File: config.mk
export PLATFORM = sky130hd
export DESIGN_NAME = qpu_exu
export DESIGN_NICKNAME = d
export VERILOG_FILES = /design/src/verilog/qpu_pkg.sv /design/src/verilog/qpu_exu_decode.sv /design/src/verilog/qpu_exu_regfile.sv /design/src/verilog/qpu_exu_alu.sv /design/src/verilog/qpu_exu_evq.sv /design/src/verilog/qpu_exu.sv
export VERILOG_INCLUDE_DIRS = /design/src /design/src/include
export SDC_FILE = /design/constraint.sdc
export NUM_CORES = 1
export LEC_CHECK = 0
export BUFFER_PORTS_ARGS = -buffer_cell sky130_fd_sc_hd__buf_2
export CAP_MARGIN = 20
export CORE_MARGIN = 4
export CORE_UTILIZATION = 30
export DETAILED_ROUTE_END_ITERATION = 6
export GPL_TIMING_DRIVEN = 0
export PLACE_DENSITY = 0.41
export REMOVE_ABC_BUFFERS = 1
export SLEW_MARGIN = 15
export SYNTH_ARGS = -nofsm -noshare
export SYNTH_HDL_FRONTEND = slang
export SYNTH_SLANG_ARGS = --single-unit
File: constraint.sdc
create_clock -name clk -period 7.2 [get_ports clk]
set_input_delay 0.72 -clock clk [delete_from_list [all_inputs] [get_ports clk]]
set_output_delay 0.72 -clock clk [all_outputs]
set_load 0.005 [all_outputs]
File: src/include/qpu_settings.svh
// Width, register count and queue depth settings for the QPU execution stage
`ifndef QPU_SETTINGS_SVH
`define QPU_SETTINGS_SVH

////////////////////
// Classical datapath
`define QPU_XLEN              32  // Classical word
`define QPU_RFIDX_WIDTH       4
`define QPU_RF_NUM            16
`define QPU_IMM_WIDTH         16  // Immediate field in the instruction

////////////////////
// Timing and events
`define QPU_TIME_WIDTH        32
`define QPU_EVENT_NUM         4   // One mask bit per channel
`define QPU_EVENT_WIRE_WIDTH  16

////////////////////
// Event queue
`define QPU_EVQ_DEPTH         8
`define QPU_EVQ_PTR_WIDTH     3   // Must cover QPU_EVQ_DEPTH entries

`endif

File: src/verilog/qpu_pkg.sv
// Opcode and width types shared by the QPU execution stage
`default_nettype none

`include "qpu_settings.svh"

package qpu_pkg;

  ////////////////////
  // Instruction opcodes
  typedef enum logic [3:0] {
    OP_NOP   = 4'd0,
    OP_ADD   = 4'd1,
    OP_SUB   = 4'd2,
    OP_ADDI  = 4'd3,  // rd = rs1 + sign-extended imm
    OP_WAIT  = 4'd4,  // Advance timing register by imm
    OP_EVENT = 4'd5   // Queue an event at the current time
  } opcode_e;

  ////////////////////
  // Datapath widths
  typedef logic [`QPU_XLEN-1:0]             word_t;
  typedef logic [`QPU_RFIDX_WIDTH-1:0]      rf_idx_t;
  typedef logic [`QPU_TIME_WIDTH-1:0]       time_t;

  // Event entry fields
  typedef logic [`QPU_EVENT_NUM-1:0]        evt_mask_t;
  typedef logic [`QPU_EVENT_WIRE_WIDTH-1:0] evt_data_t;

endpackage

`default_nettype wire

File: src/verilog/qpu_exu_decode.sv
// Instruction decoder that splits the word into opcode, register indices and immediate
`timescale 1ns/1ps
`default_nettype none

`include "qpu_settings.svh"

module qpu_exu_decode (
  input  wire qpu_pkg::word_t i_instr,
  output qpu_pkg::opcode_e    o_op,
  output qpu_pkg::rf_idx_t    o_rd_idx,
  output qpu_pkg::rf_idx_t    o_rs1_idx,
  output qpu_pkg::rf_idx_t    o_rs2_idx,
  output qpu_pkg::word_t      o_imm
);

  // Field positions with opcode on top and immediate at the bottom
  localparam int OPC_WIDTH = $bits(qpu_pkg::opcode_e);
  localparam int OPC_LSB   = `QPU_XLEN - OPC_WIDTH;
  localparam int RD_LSB    = OPC_LSB - `QPU_RFIDX_WIDTH;
  localparam int RS1_LSB   = RD_LSB - `QPU_RFIDX_WIDTH;
  localparam int RS2_LSB   = RS1_LSB - `QPU_RFIDX_WIDTH;
  localparam int EXT_WIDTH = `QPU_XLEN - `QPU_IMM_WIDTH;

  logic [OPC_WIDTH-1:0]      opc_field;
  logic [`QPU_IMM_WIDTH-1:0] imm_field;

  assign opc_field = i_instr[OPC_LSB +: OPC_WIDTH];
  assign imm_field = i_instr[`QPU_IMM_WIDTH-1:0];

  assign o_rd_idx  = i_instr[RD_LSB +: `QPU_RFIDX_WIDTH];
  assign o_rs1_idx = i_instr[RS1_LSB +: `QPU_RFIDX_WIDTH];
  assign o_rs2_idx = i_instr[RS2_LSB +: `QPU_RFIDX_WIDTH];

  ////////////////////
  // Opcode check
  always_comb begin
    case (opc_field)
      qpu_pkg::OP_ADD,
      qpu_pkg::OP_SUB,
      qpu_pkg::OP_ADDI,
      qpu_pkg::OP_WAIT,
      qpu_pkg::OP_EVENT: o_op = qpu_pkg::opcode_e'(opc_field);
      default:           o_op = qpu_pkg::OP_NOP;  // Unknown codes behave as NOP
    endcase
  end

  ////////////////////
  // Immediate extension
  always_comb begin
    if (o_op == qpu_pkg::OP_ADDI) begin
      o_imm = {{EXT_WIDTH{imm_field[`QPU_IMM_WIDTH-1]}}, imm_field};  // Signed offset
    end else begin
      // Wait counts and event masks are unsigned
      o_imm = {{EXT_WIDTH{1'b0}}, imm_field};
    end
  end

endmodule

`default_nettype wire

File: src/verilog/qpu_exu_regfile.sv
// Classical register file with hard-wired register 0 and the timing register
`timescale 1ns/1ps
`default_nettype none

`include "qpu_settings.svh"

module qpu_exu_regfile (
  input  wire                   clk,
  input  wire                   i_arst_n,
  input  wire qpu_pkg::rf_idx_t i_rs1_idx,
  input  wire qpu_pkg::rf_idx_t i_rs2_idx,
  output qpu_pkg::word_t        o_rs1_data,
  output qpu_pkg::word_t        o_rs2_data,
  input  wire                   i_wen,
  input  wire qpu_pkg::rf_idx_t i_wr_idx,
  input  wire qpu_pkg::word_t   i_wr_data,
  input  wire                   i_time_wen,
  input  wire qpu_pkg::time_t   i_time_data,
  output qpu_pkg::time_t        o_time
);

  qpu_pkg::word_t rf_q [`QPU_RF_NUM];
  qpu_pkg::time_t time_q;  // Time of the next issued event

  ////////////////////
  // Classical registers
  always_ff @(posedge clk or negedge i_arst_n) begin
    if (!i_arst_n) begin
      for (int i = 0; i < `QPU_RF_NUM; i++) begin
        rf_q[i] <= '0;
      end
    end else if (i_wen && (i_wr_idx != '0)) begin  // Register 0 keeps its reset zero
      rf_q[i_wr_idx] <= i_wr_data;
    end
  end

  // Next instruction reads the written value with no bypass
  assign o_rs1_data = rf_q[i_rs1_idx];
  assign o_rs2_data = rf_q[i_rs2_idx];

  ////////////////////
  // Timing register
  always_ff @(posedge clk or negedge i_arst_n) begin
    if (!i_arst_n) begin
      time_q <= '0;
    end else if (i_time_wen) begin
      time_q <= i_time_data;
    end
  end

  assign o_time = time_q;

endmodule

`default_nettype wire

File: src/verilog/qpu_exu_alu.sv
// Execution unit computing register results, the next time value and event entries
`timescale 1ns/1ps
`default_nettype none

`include "qpu_settings.svh"

module qpu_exu_alu (
  input  wire                   i_fire,
  input  wire qpu_pkg::opcode_e i_op,
  input  wire qpu_pkg::rf_idx_t i_rd_idx,
  input  wire qpu_pkg::word_t   i_imm,
  input  wire qpu_pkg::word_t   i_rs1_data,
  input  wire qpu_pkg::word_t   i_rs2_data,
  input  wire qpu_pkg::time_t   i_time,
  output logic                  o_wen,
  output qpu_pkg::rf_idx_t      o_wr_idx,
  output qpu_pkg::word_t        o_wr_data,
  output logic                  o_time_wen,
  output qpu_pkg::time_t        o_time_next,
  output logic                  o_evt_push,
  output qpu_pkg::time_t        o_evt_time,
  output qpu_pkg::evt_mask_t    o_evt_mask,
  output qpu_pkg::evt_data_t    o_evt_data
);

  logic           rd_write;  // Opcode writes a classical register
  logic           is_wait;
  logic           is_event;
  qpu_pkg::word_t alu_res;

  ////////////////////
  // Classical result
  always_comb begin
    rd_write = 1'b0;
    alu_res  = '0;
    case (i_op)
      qpu_pkg::OP_ADD: begin
        rd_write = 1'b1;
        alu_res  = i_rs1_data + i_rs2_data;  // Wraps on overflow
      end
      qpu_pkg::OP_SUB: begin
        rd_write = 1'b1;
        alu_res  = i_rs1_data - i_rs2_data;
      end
      qpu_pkg::OP_ADDI: begin
        rd_write = 1'b1;
        alu_res  = i_rs1_data + i_imm;       // imm already sign-extended
      end
      default: begin
        rd_write = 1'b0;
      end
    endcase
  end

  assign o_wen     = i_fire & rd_write;
  assign o_wr_idx  = i_rd_idx;
  assign o_wr_data = alu_res;

  ////////////////////
  // Timing register update
  assign is_wait     = (i_op == qpu_pkg::OP_WAIT);
  assign o_time_wen  = i_fire & is_wait;
  assign o_time_next = i_time + qpu_pkg::time_t'(i_imm);

  ////////////////////
  // Event entry
  assign is_event   = (i_op == qpu_pkg::OP_EVENT);
  assign o_evt_push = i_fire & is_event;
  assign o_evt_time = i_time;  // Stamped with time after earlier waits
  assign o_evt_mask = i_imm[`QPU_EVENT_NUM-1:0];
  assign o_evt_data = i_rs1_data[`QPU_EVENT_WIRE_WIDTH-1:0];

endmodule

`default_nettype wire

File: src/verilog/qpu_exu_evq.sv
// Timestamped event queue that releases entries once the trigger clock reaches them
`timescale 1ns/1ps
`default_nettype none

`include "qpu_settings.svh"

module qpu_exu_evq (
  input  wire                     clk,
  input  wire                     i_arst_n,
  input  wire                     i_push,
  input  wire qpu_pkg::time_t     i_push_time,
  input  wire qpu_pkg::evt_mask_t i_push_mask,
  input  wire qpu_pkg::evt_data_t i_push_data,
  output logic                    o_full,
  input  wire                     i_trigger,
  input  wire qpu_pkg::time_t     i_trigger_clk,
  output logic                    o_trigger_clk_ena,
  output qpu_pkg::evt_mask_t      o_trigger_valid,
  output qpu_pkg::evt_data_t      o_trigger_data,
  output logic                    o_empty
);

  localparam int               DEPTH    = `QPU_EVQ_DEPTH;
  localparam int               PTR_W    = `QPU_EVQ_PTR_WIDTH;
  localparam logic [PTR_W:0]   FULL_CNT = (PTR_W + 1)'(DEPTH);
  localparam logic [PTR_W-1:0] LAST_IDX = PTR_W'(DEPTH - 1);

  qpu_pkg::time_t     time_mem [DEPTH];
  qpu_pkg::evt_mask_t mask_mem [DEPTH];
  qpu_pkg::evt_data_t data_mem [DEPTH];

  logic [PTR_W-1:0]   wr_ptr_q;
  logic [PTR_W-1:0]   rd_ptr_q;
  logic [PTR_W:0]     count_q;
  qpu_pkg::time_t     head_time;
  qpu_pkg::evt_mask_t head_mask;
  qpu_pkg::evt_data_t head_data;
  logic               pop;

  // Circular increment that wraps after the last entry
  function automatic logic [PTR_W-1:0] ptr_inc(input logic [PTR_W-1:0] ptr);
    if (ptr == LAST_IDX) begin
      return '0;
    end
    return ptr + 1'b1;
  endfunction

  ////////////////////
  // Entry storage
  always_ff @(posedge clk) begin
    if (i_push) begin
      time_mem[wr_ptr_q] <= i_push_time;
      mask_mem[wr_ptr_q] <= i_push_mask;
      data_mem[wr_ptr_q] <= i_push_data;
    end
  end

  assign head_time = time_mem[rd_ptr_q];
  assign head_mask = mask_mem[rd_ptr_q];
  assign head_data = data_mem[rd_ptr_q];

  assign o_full  = (count_q == FULL_CNT);
  assign o_empty = (count_q == '0);

  // Head is due once the outside clock has caught up with it
  assign pop               = i_trigger & ~o_empty & (head_time <= i_trigger_clk);
  assign o_trigger_clk_ena = i_trigger & ~o_empty;

  ////////////////////
  // Pointers and count
  always_ff @(posedge clk or negedge i_arst_n) begin
    if (!i_arst_n) begin
      wr_ptr_q <= '0;
      rd_ptr_q <= '0;
      count_q  <= '0;
    end else begin
      if (i_push) begin
        wr_ptr_q <= ptr_inc(wr_ptr_q);
      end
      if (pop) begin
        rd_ptr_q <= ptr_inc(rd_ptr_q);
      end
      case ({i_push, pop})
        2'b10:   count_q <= count_q + 1'b1;
        2'b01:   count_q <= count_q - 1'b1;
        default: count_q <= count_q;  // Idle or push and pop together
      endcase
    end
  end

  ////////////////////
  // Trigger outputs give a one-cycle pulse per released entry
  always_ff @(posedge clk or negedge i_arst_n) begin
    if (!i_arst_n) begin
      o_trigger_valid <= '0;
      o_trigger_data  <= '0;
    end else if (pop) begin
      o_trigger_valid <= head_mask;  // Mask zero drops the entry quietly
      o_trigger_data  <= (head_mask != '0) ? head_data : '0;
    end else begin
      o_trigger_valid <= '0;
      o_trigger_data  <= '0;
    end
  end

endmodule

`default_nettype wire

File: src/verilog/qpu_exu.sv
// Top of the QPU execution stage with the instruction handshake and unit wiring
`timescale 1ns/1ps
`default_nettype none

module qpu_exu (
  input  wire                 clk,
  input  wire                 i_arst_n,
  input  wire                 i_valid,
  output logic                o_ready,
  input  wire qpu_pkg::word_t i_ir,
  input  wire                 i_trigger,
  input  wire qpu_pkg::time_t i_trigger_clk,
  output logic                o_trigger_clk_ena,
  output qpu_pkg::evt_mask_t  o_trigger_valid,
  output qpu_pkg::evt_data_t  o_trigger_data,
  output logic                o_exu_active
);

  qpu_pkg::opcode_e   dec_op;
  qpu_pkg::rf_idx_t   dec_rd_idx;
  qpu_pkg::rf_idx_t   dec_rs1_idx;
  qpu_pkg::rf_idx_t   dec_rs2_idx;
  qpu_pkg::word_t     dec_imm;

  qpu_pkg::word_t     rf_rs1_data;
  qpu_pkg::word_t     rf_rs2_data;
  qpu_pkg::time_t     rf_time;

  logic               alu_wen;
  qpu_pkg::rf_idx_t   alu_wr_idx;
  qpu_pkg::word_t     alu_wr_data;
  logic               alu_time_wen;
  qpu_pkg::time_t     alu_time_next;
  logic               alu_evt_push;
  qpu_pkg::time_t     alu_evt_time;
  qpu_pkg::evt_mask_t alu_evt_mask;
  qpu_pkg::evt_data_t alu_evt_data;

  logic               evq_full;
  logic               evq_empty;
  logic               fire;  // Instruction accepted this cycle

  ////////////////////
  // Handshake
  assign o_ready      = ~evq_full;  // Only a full queue can stall
  assign fire         = i_valid & o_ready;
  assign o_exu_active = ~evq_empty | i_valid;

  qpu_exu_decode u_decode (
    .i_instr   (i_ir       ),
    .o_op      (dec_op     ),
    .o_rd_idx  (dec_rd_idx ),
    .o_rs1_idx (dec_rs1_idx),
    .o_rs2_idx (dec_rs2_idx),
    .o_imm     (dec_imm    )
  );

  qpu_exu_regfile u_regfile (
    .clk         (clk          ),
    .i_arst_n    (i_arst_n     ),
    .i_rs1_idx   (dec_rs1_idx  ),
    .i_rs2_idx   (dec_rs2_idx  ),
    .o_rs1_data  (rf_rs1_data  ),
    .o_rs2_data  (rf_rs2_data  ),
    .i_wen       (alu_wen      ),
    .i_wr_idx    (alu_wr_idx   ),
    .i_wr_data   (alu_wr_data  ),
    .i_time_wen  (alu_time_wen ),
    .i_time_data (alu_time_next),
    .o_time      (rf_time      )
  );

  qpu_exu_alu u_alu (
    .i_fire      (fire         ),
    .i_op        (dec_op       ),
    .i_rd_idx    (dec_rd_idx   ),
    .i_imm       (dec_imm      ),
    .i_rs1_data  (rf_rs1_data  ),
    .i_rs2_data  (rf_rs2_data  ),
    .i_time      (rf_time      ),
    .o_wen       (alu_wen      ),
    .o_wr_idx    (alu_wr_idx   ),
    .o_wr_data   (alu_wr_data  ),
    .o_time_wen  (alu_time_wen ),
    .o_time_next (alu_time_next),
    .o_evt_push  (alu_evt_push ),
    .o_evt_time  (alu_evt_time ),
    .o_evt_mask  (alu_evt_mask ),
    .o_evt_data  (alu_evt_data )
  );

  qpu_exu_evq u_evq (
    .clk               (clk              ),
    .i_arst_n          (i_arst_n         ),
    .i_push            (alu_evt_push     ),
    .i_push_time       (alu_evt_time     ),
    .i_push_mask       (alu_evt_mask     ),
    .i_push_data       (alu_evt_data     ),
    .o_full            (evq_full         ),
    .i_trigger         (i_trigger        ),
    .i_trigger_clk     (i_trigger_clk    ),
    .o_trigger_clk_ena (o_trigger_clk_ena),
    .o_trigger_valid   (o_trigger_valid  ),
    .o_trigger_data    (o_trigger_data   ),
    .o_empty           (evq_empty        )
  );

endmodule

`default_nettype wire

==> impl_results.md <==
- CTS Buf Count: 86
- Post-synth EDFFs: 416
- First drt pass iteration count: 5
- Clock latency on the worst-skew pair: 640 ps
- Placed cell areas: 37300 um2
- Critical path class: input pin to flip-flop
- FP Rows: 123
- Yosys warnings: 0
- Register area: 20500 um2
- IO buf count: 90
- First-iteration detailed-routing DRC count: 1259
- Share of power burned in registers: 42.4%
- Final Cell Area: 40100 um2
- Worst slew pin tran: 1060 ps
- Status: finished, final reports clean
- CTS tree: yes
- Initial antenna violation count: 2
- Pre-CTS WS: 205 ps
- Worst rel slew slack: 29.2%
- Final ANT Viol Nets: 0
- Core box area: 113000 um2
- Hpwl dp: 64300 um
- Internal power: 8.54 mW
- Post-synth top cells: edfxtp_1, dfrtp_1, nand2_1
- Fillers: 10759
- Netlist Area Pre-Place: 34300 um2
- Synth top area share: 36.5%
- Clk pwr share: 36.4%
- Gpl congestion: 0.741
- Count leader, synth: edfxtp_1
- Clock Path Buffers: 3
- Vias in the first global route: 21711
- Post-CTS setup buffer count: 0
- Combinational share of power: 21.2%
- CP Data Arrival Time: 6930 ps
- CP required: 7770 ps
- Avg Vias per Cell: 5.03
- Clk_skew: 21.2 ps
- Fin. Hold Viols: 0
- Routed WL per cell: 23.5 um
- Sink Count: 734
- Die X: 346 um
- Largest net degree at the start of global routing: 93
- Syn_area_per_cell: 14.6 um2
- Initial Utilization: 30.3%
- Post-Route WL: 94600 um
- Clock Tree Root: clkbuf_16
- MaxCap Viol Count: 0
- Mapped Cells: 2353
- CP endpoint kind: flip-flop
- Grt ovf: 0
- GRT Total Usage: 15.9%
- Worst Hold Class: input pin to async pin
- Synth area leader: edfxtp_1
- Clock transition at path regs: 50 ps
- Full die area: 120000 um2
- Final slew viol count: 0
- Die height: 346 um
- Ratio of cells with drive above 1 in the final layout: 25.4%
- Final WS setup: 835 ps
- Via count: 20203
- Hold_buf cts: 0
- Main area contributors after synthesis: edfxtp_1, dfrtp_1, mux4_2
- Switching power: 3.28 mW
- Pwr dens: 294 nW/um2
- Crit path max fanout: 31
- R2r setup slk: 1310 ps
- Async SR Flop Fraction: 43.3%
- Switching Share: 27.7%
- Tmin final: 6360 ps
- Fin Hold WS: 119 ps
- Post-CTS resize count: 0
- LEAKAGE: 15.3 nW
- #FFs+latches synth: 734
- Sequential-to-total area share from yosys stat: 59.7%
- RSZ-0062 raised after global routing: false
- Fmax achieved: 157 MHz
- Worst vdd ir: 0.000167 V
- Number of H-tree levels: 3
- I/O pin total: 91
- Area of the multi-input gates: 13100 um2
- Endpoints failing setup: 0
- Critical path launch point type: input pin
- Crit share post-route: 88.4%
- First-pass GRT wire length: 143000 um
- # nets final: 2601
- Area growth syn-to-layout: 17.2%
- Drc violations: 0
- Synth Flop Type: edfxtp_1
- Synth cell types: 58
## cell families after synthesis
logic type                 share of synthesized area (%)
buffers and inverters                               2.55
adders and majority gates                           3.32
AOI/OAI and AO/OA                                   7.67
muxes                                               19.7
DFF                                                 59.7
xor gates and xnor gates                            1.07
and+or+nand+nor                                     6.02
## critical path, cell delays in order
cell and delay, ps:
buf_4 460, buf_16 300, mux4_2 540, mux2_2 290
o21ai_0 620, nand4_1 320, inv_1 190, nand2_1 90
mux2i_1 150, a221o_1 350, ha_1 350, a21o_1 190
a21oi_1 250, o21ai_0 120, a211oi_1 390, o21bai_1 110
a21oi_1 240, o21ai_0 200, xnor2_2 700, mux2_2 300
## layout make-up
class	count	area share [%]
timing repair buffer	163	4.34
clock inverter	29	0.810
tap	1500	4.68
inverter	58	0.542
multi-input combinational	1401	32.5
sequential	734	51.0
clock buffer	129	6.12
antenna	2	0.0125
## final timing paths
check,startpoint,endpoint,cells after the start
min in group clk,u_regfile.rf_q[485],u_regfile.rf_q[485],0
setup / recovery,i_ir[17],u_regfile.rf_q[175],20
hold reg to reg,u_regfile.rf_q[485],u_regfile.rf_q[485],0
setup reg to reg,u_evq.rd_ptr_q[0],u_evq.count_q[3],20
max in group asynchronous,i_arst_n,u_regfile.rf_q[321],4
hold / removal,i_arst_n,u_regfile.rf_q[202],2
## metrics by stage
step	power, mW	utilization, %	setup TNS [ps]	instances
finish	11.8	35.5	0	4016
global route	12.5	35.5	0	4015
CTS	12.1	35.5	0	4013
detailed placement	7.68	33.1	0	3855
global placement	7.79	31.8	-1117310	3783
floorplan	6.81	-	-7690	2193
## flip-flops by register name, indices dropped and copies added (netlist names)
name,count
u_evq.time_mem,256
u_evq.data_mem,128
u_evq.wr_ptr_q,3
u_evq.o_trigger_valid,4
u_evq.rd_ptr_q,3
u_regfile.rf_q,256
u_regfile.o_time,32
u_evq.o_trigger_data,16
u_evq.count_q,4
u_evq.mask_mem,32
## cells in the final DEF (no fill, tap or decap), types with 16 or more instances in the layout
cell type and n:
dfrtp_1 315, xnor2_1 23, nand3_1 16, buf_2 86, nand2_1 294, clkbuf_1 30
edfxtp_1 416, clkbuf_16 87, ha_1 86, mux4_2 251, buf_16 20, mux2_2 65
nor2_1 59, a21o_1 37, o31ai_1 20, buf_12 24, o21ai_0 257, a21oi_1 38
mux2i_1 30, buf_4 24, inv_1 57, nor2b_1 17
## power by group through the flow
| stage | Clock [mW] | Combinational, mW | Sequential, mW |
|---|---|---|---|
| global route | 4.63 | 2.79 | 5.05 |
| global placement | 0 | 2.37 | 5.42 |
| finish | 4.30 | 2.51 | 5.01 |
| detailed placement | 0 | 2.58 | 5.10 |
| floorplan | 0 | 1.65 | 5.16 |
| CTS | 4.46 | 2.59 | 5.02 |
## layer usage
metal | wire (um) | track usage, % | share of wire, % | vias to the layer above
met2 | 47700 | 27.5 | 50 | 373
met5 | 0 | 0 | 0 | -
met1 | 41200 | 20.7 | 44 | 10505
li1 | - | - | - | 9213
met3 | 3660 | 2.70 | 3.9 | 112
met4 | 1900 | 4.16 | 2.0 | 0
Note: power is estimated with default switching activity, not from simulation.
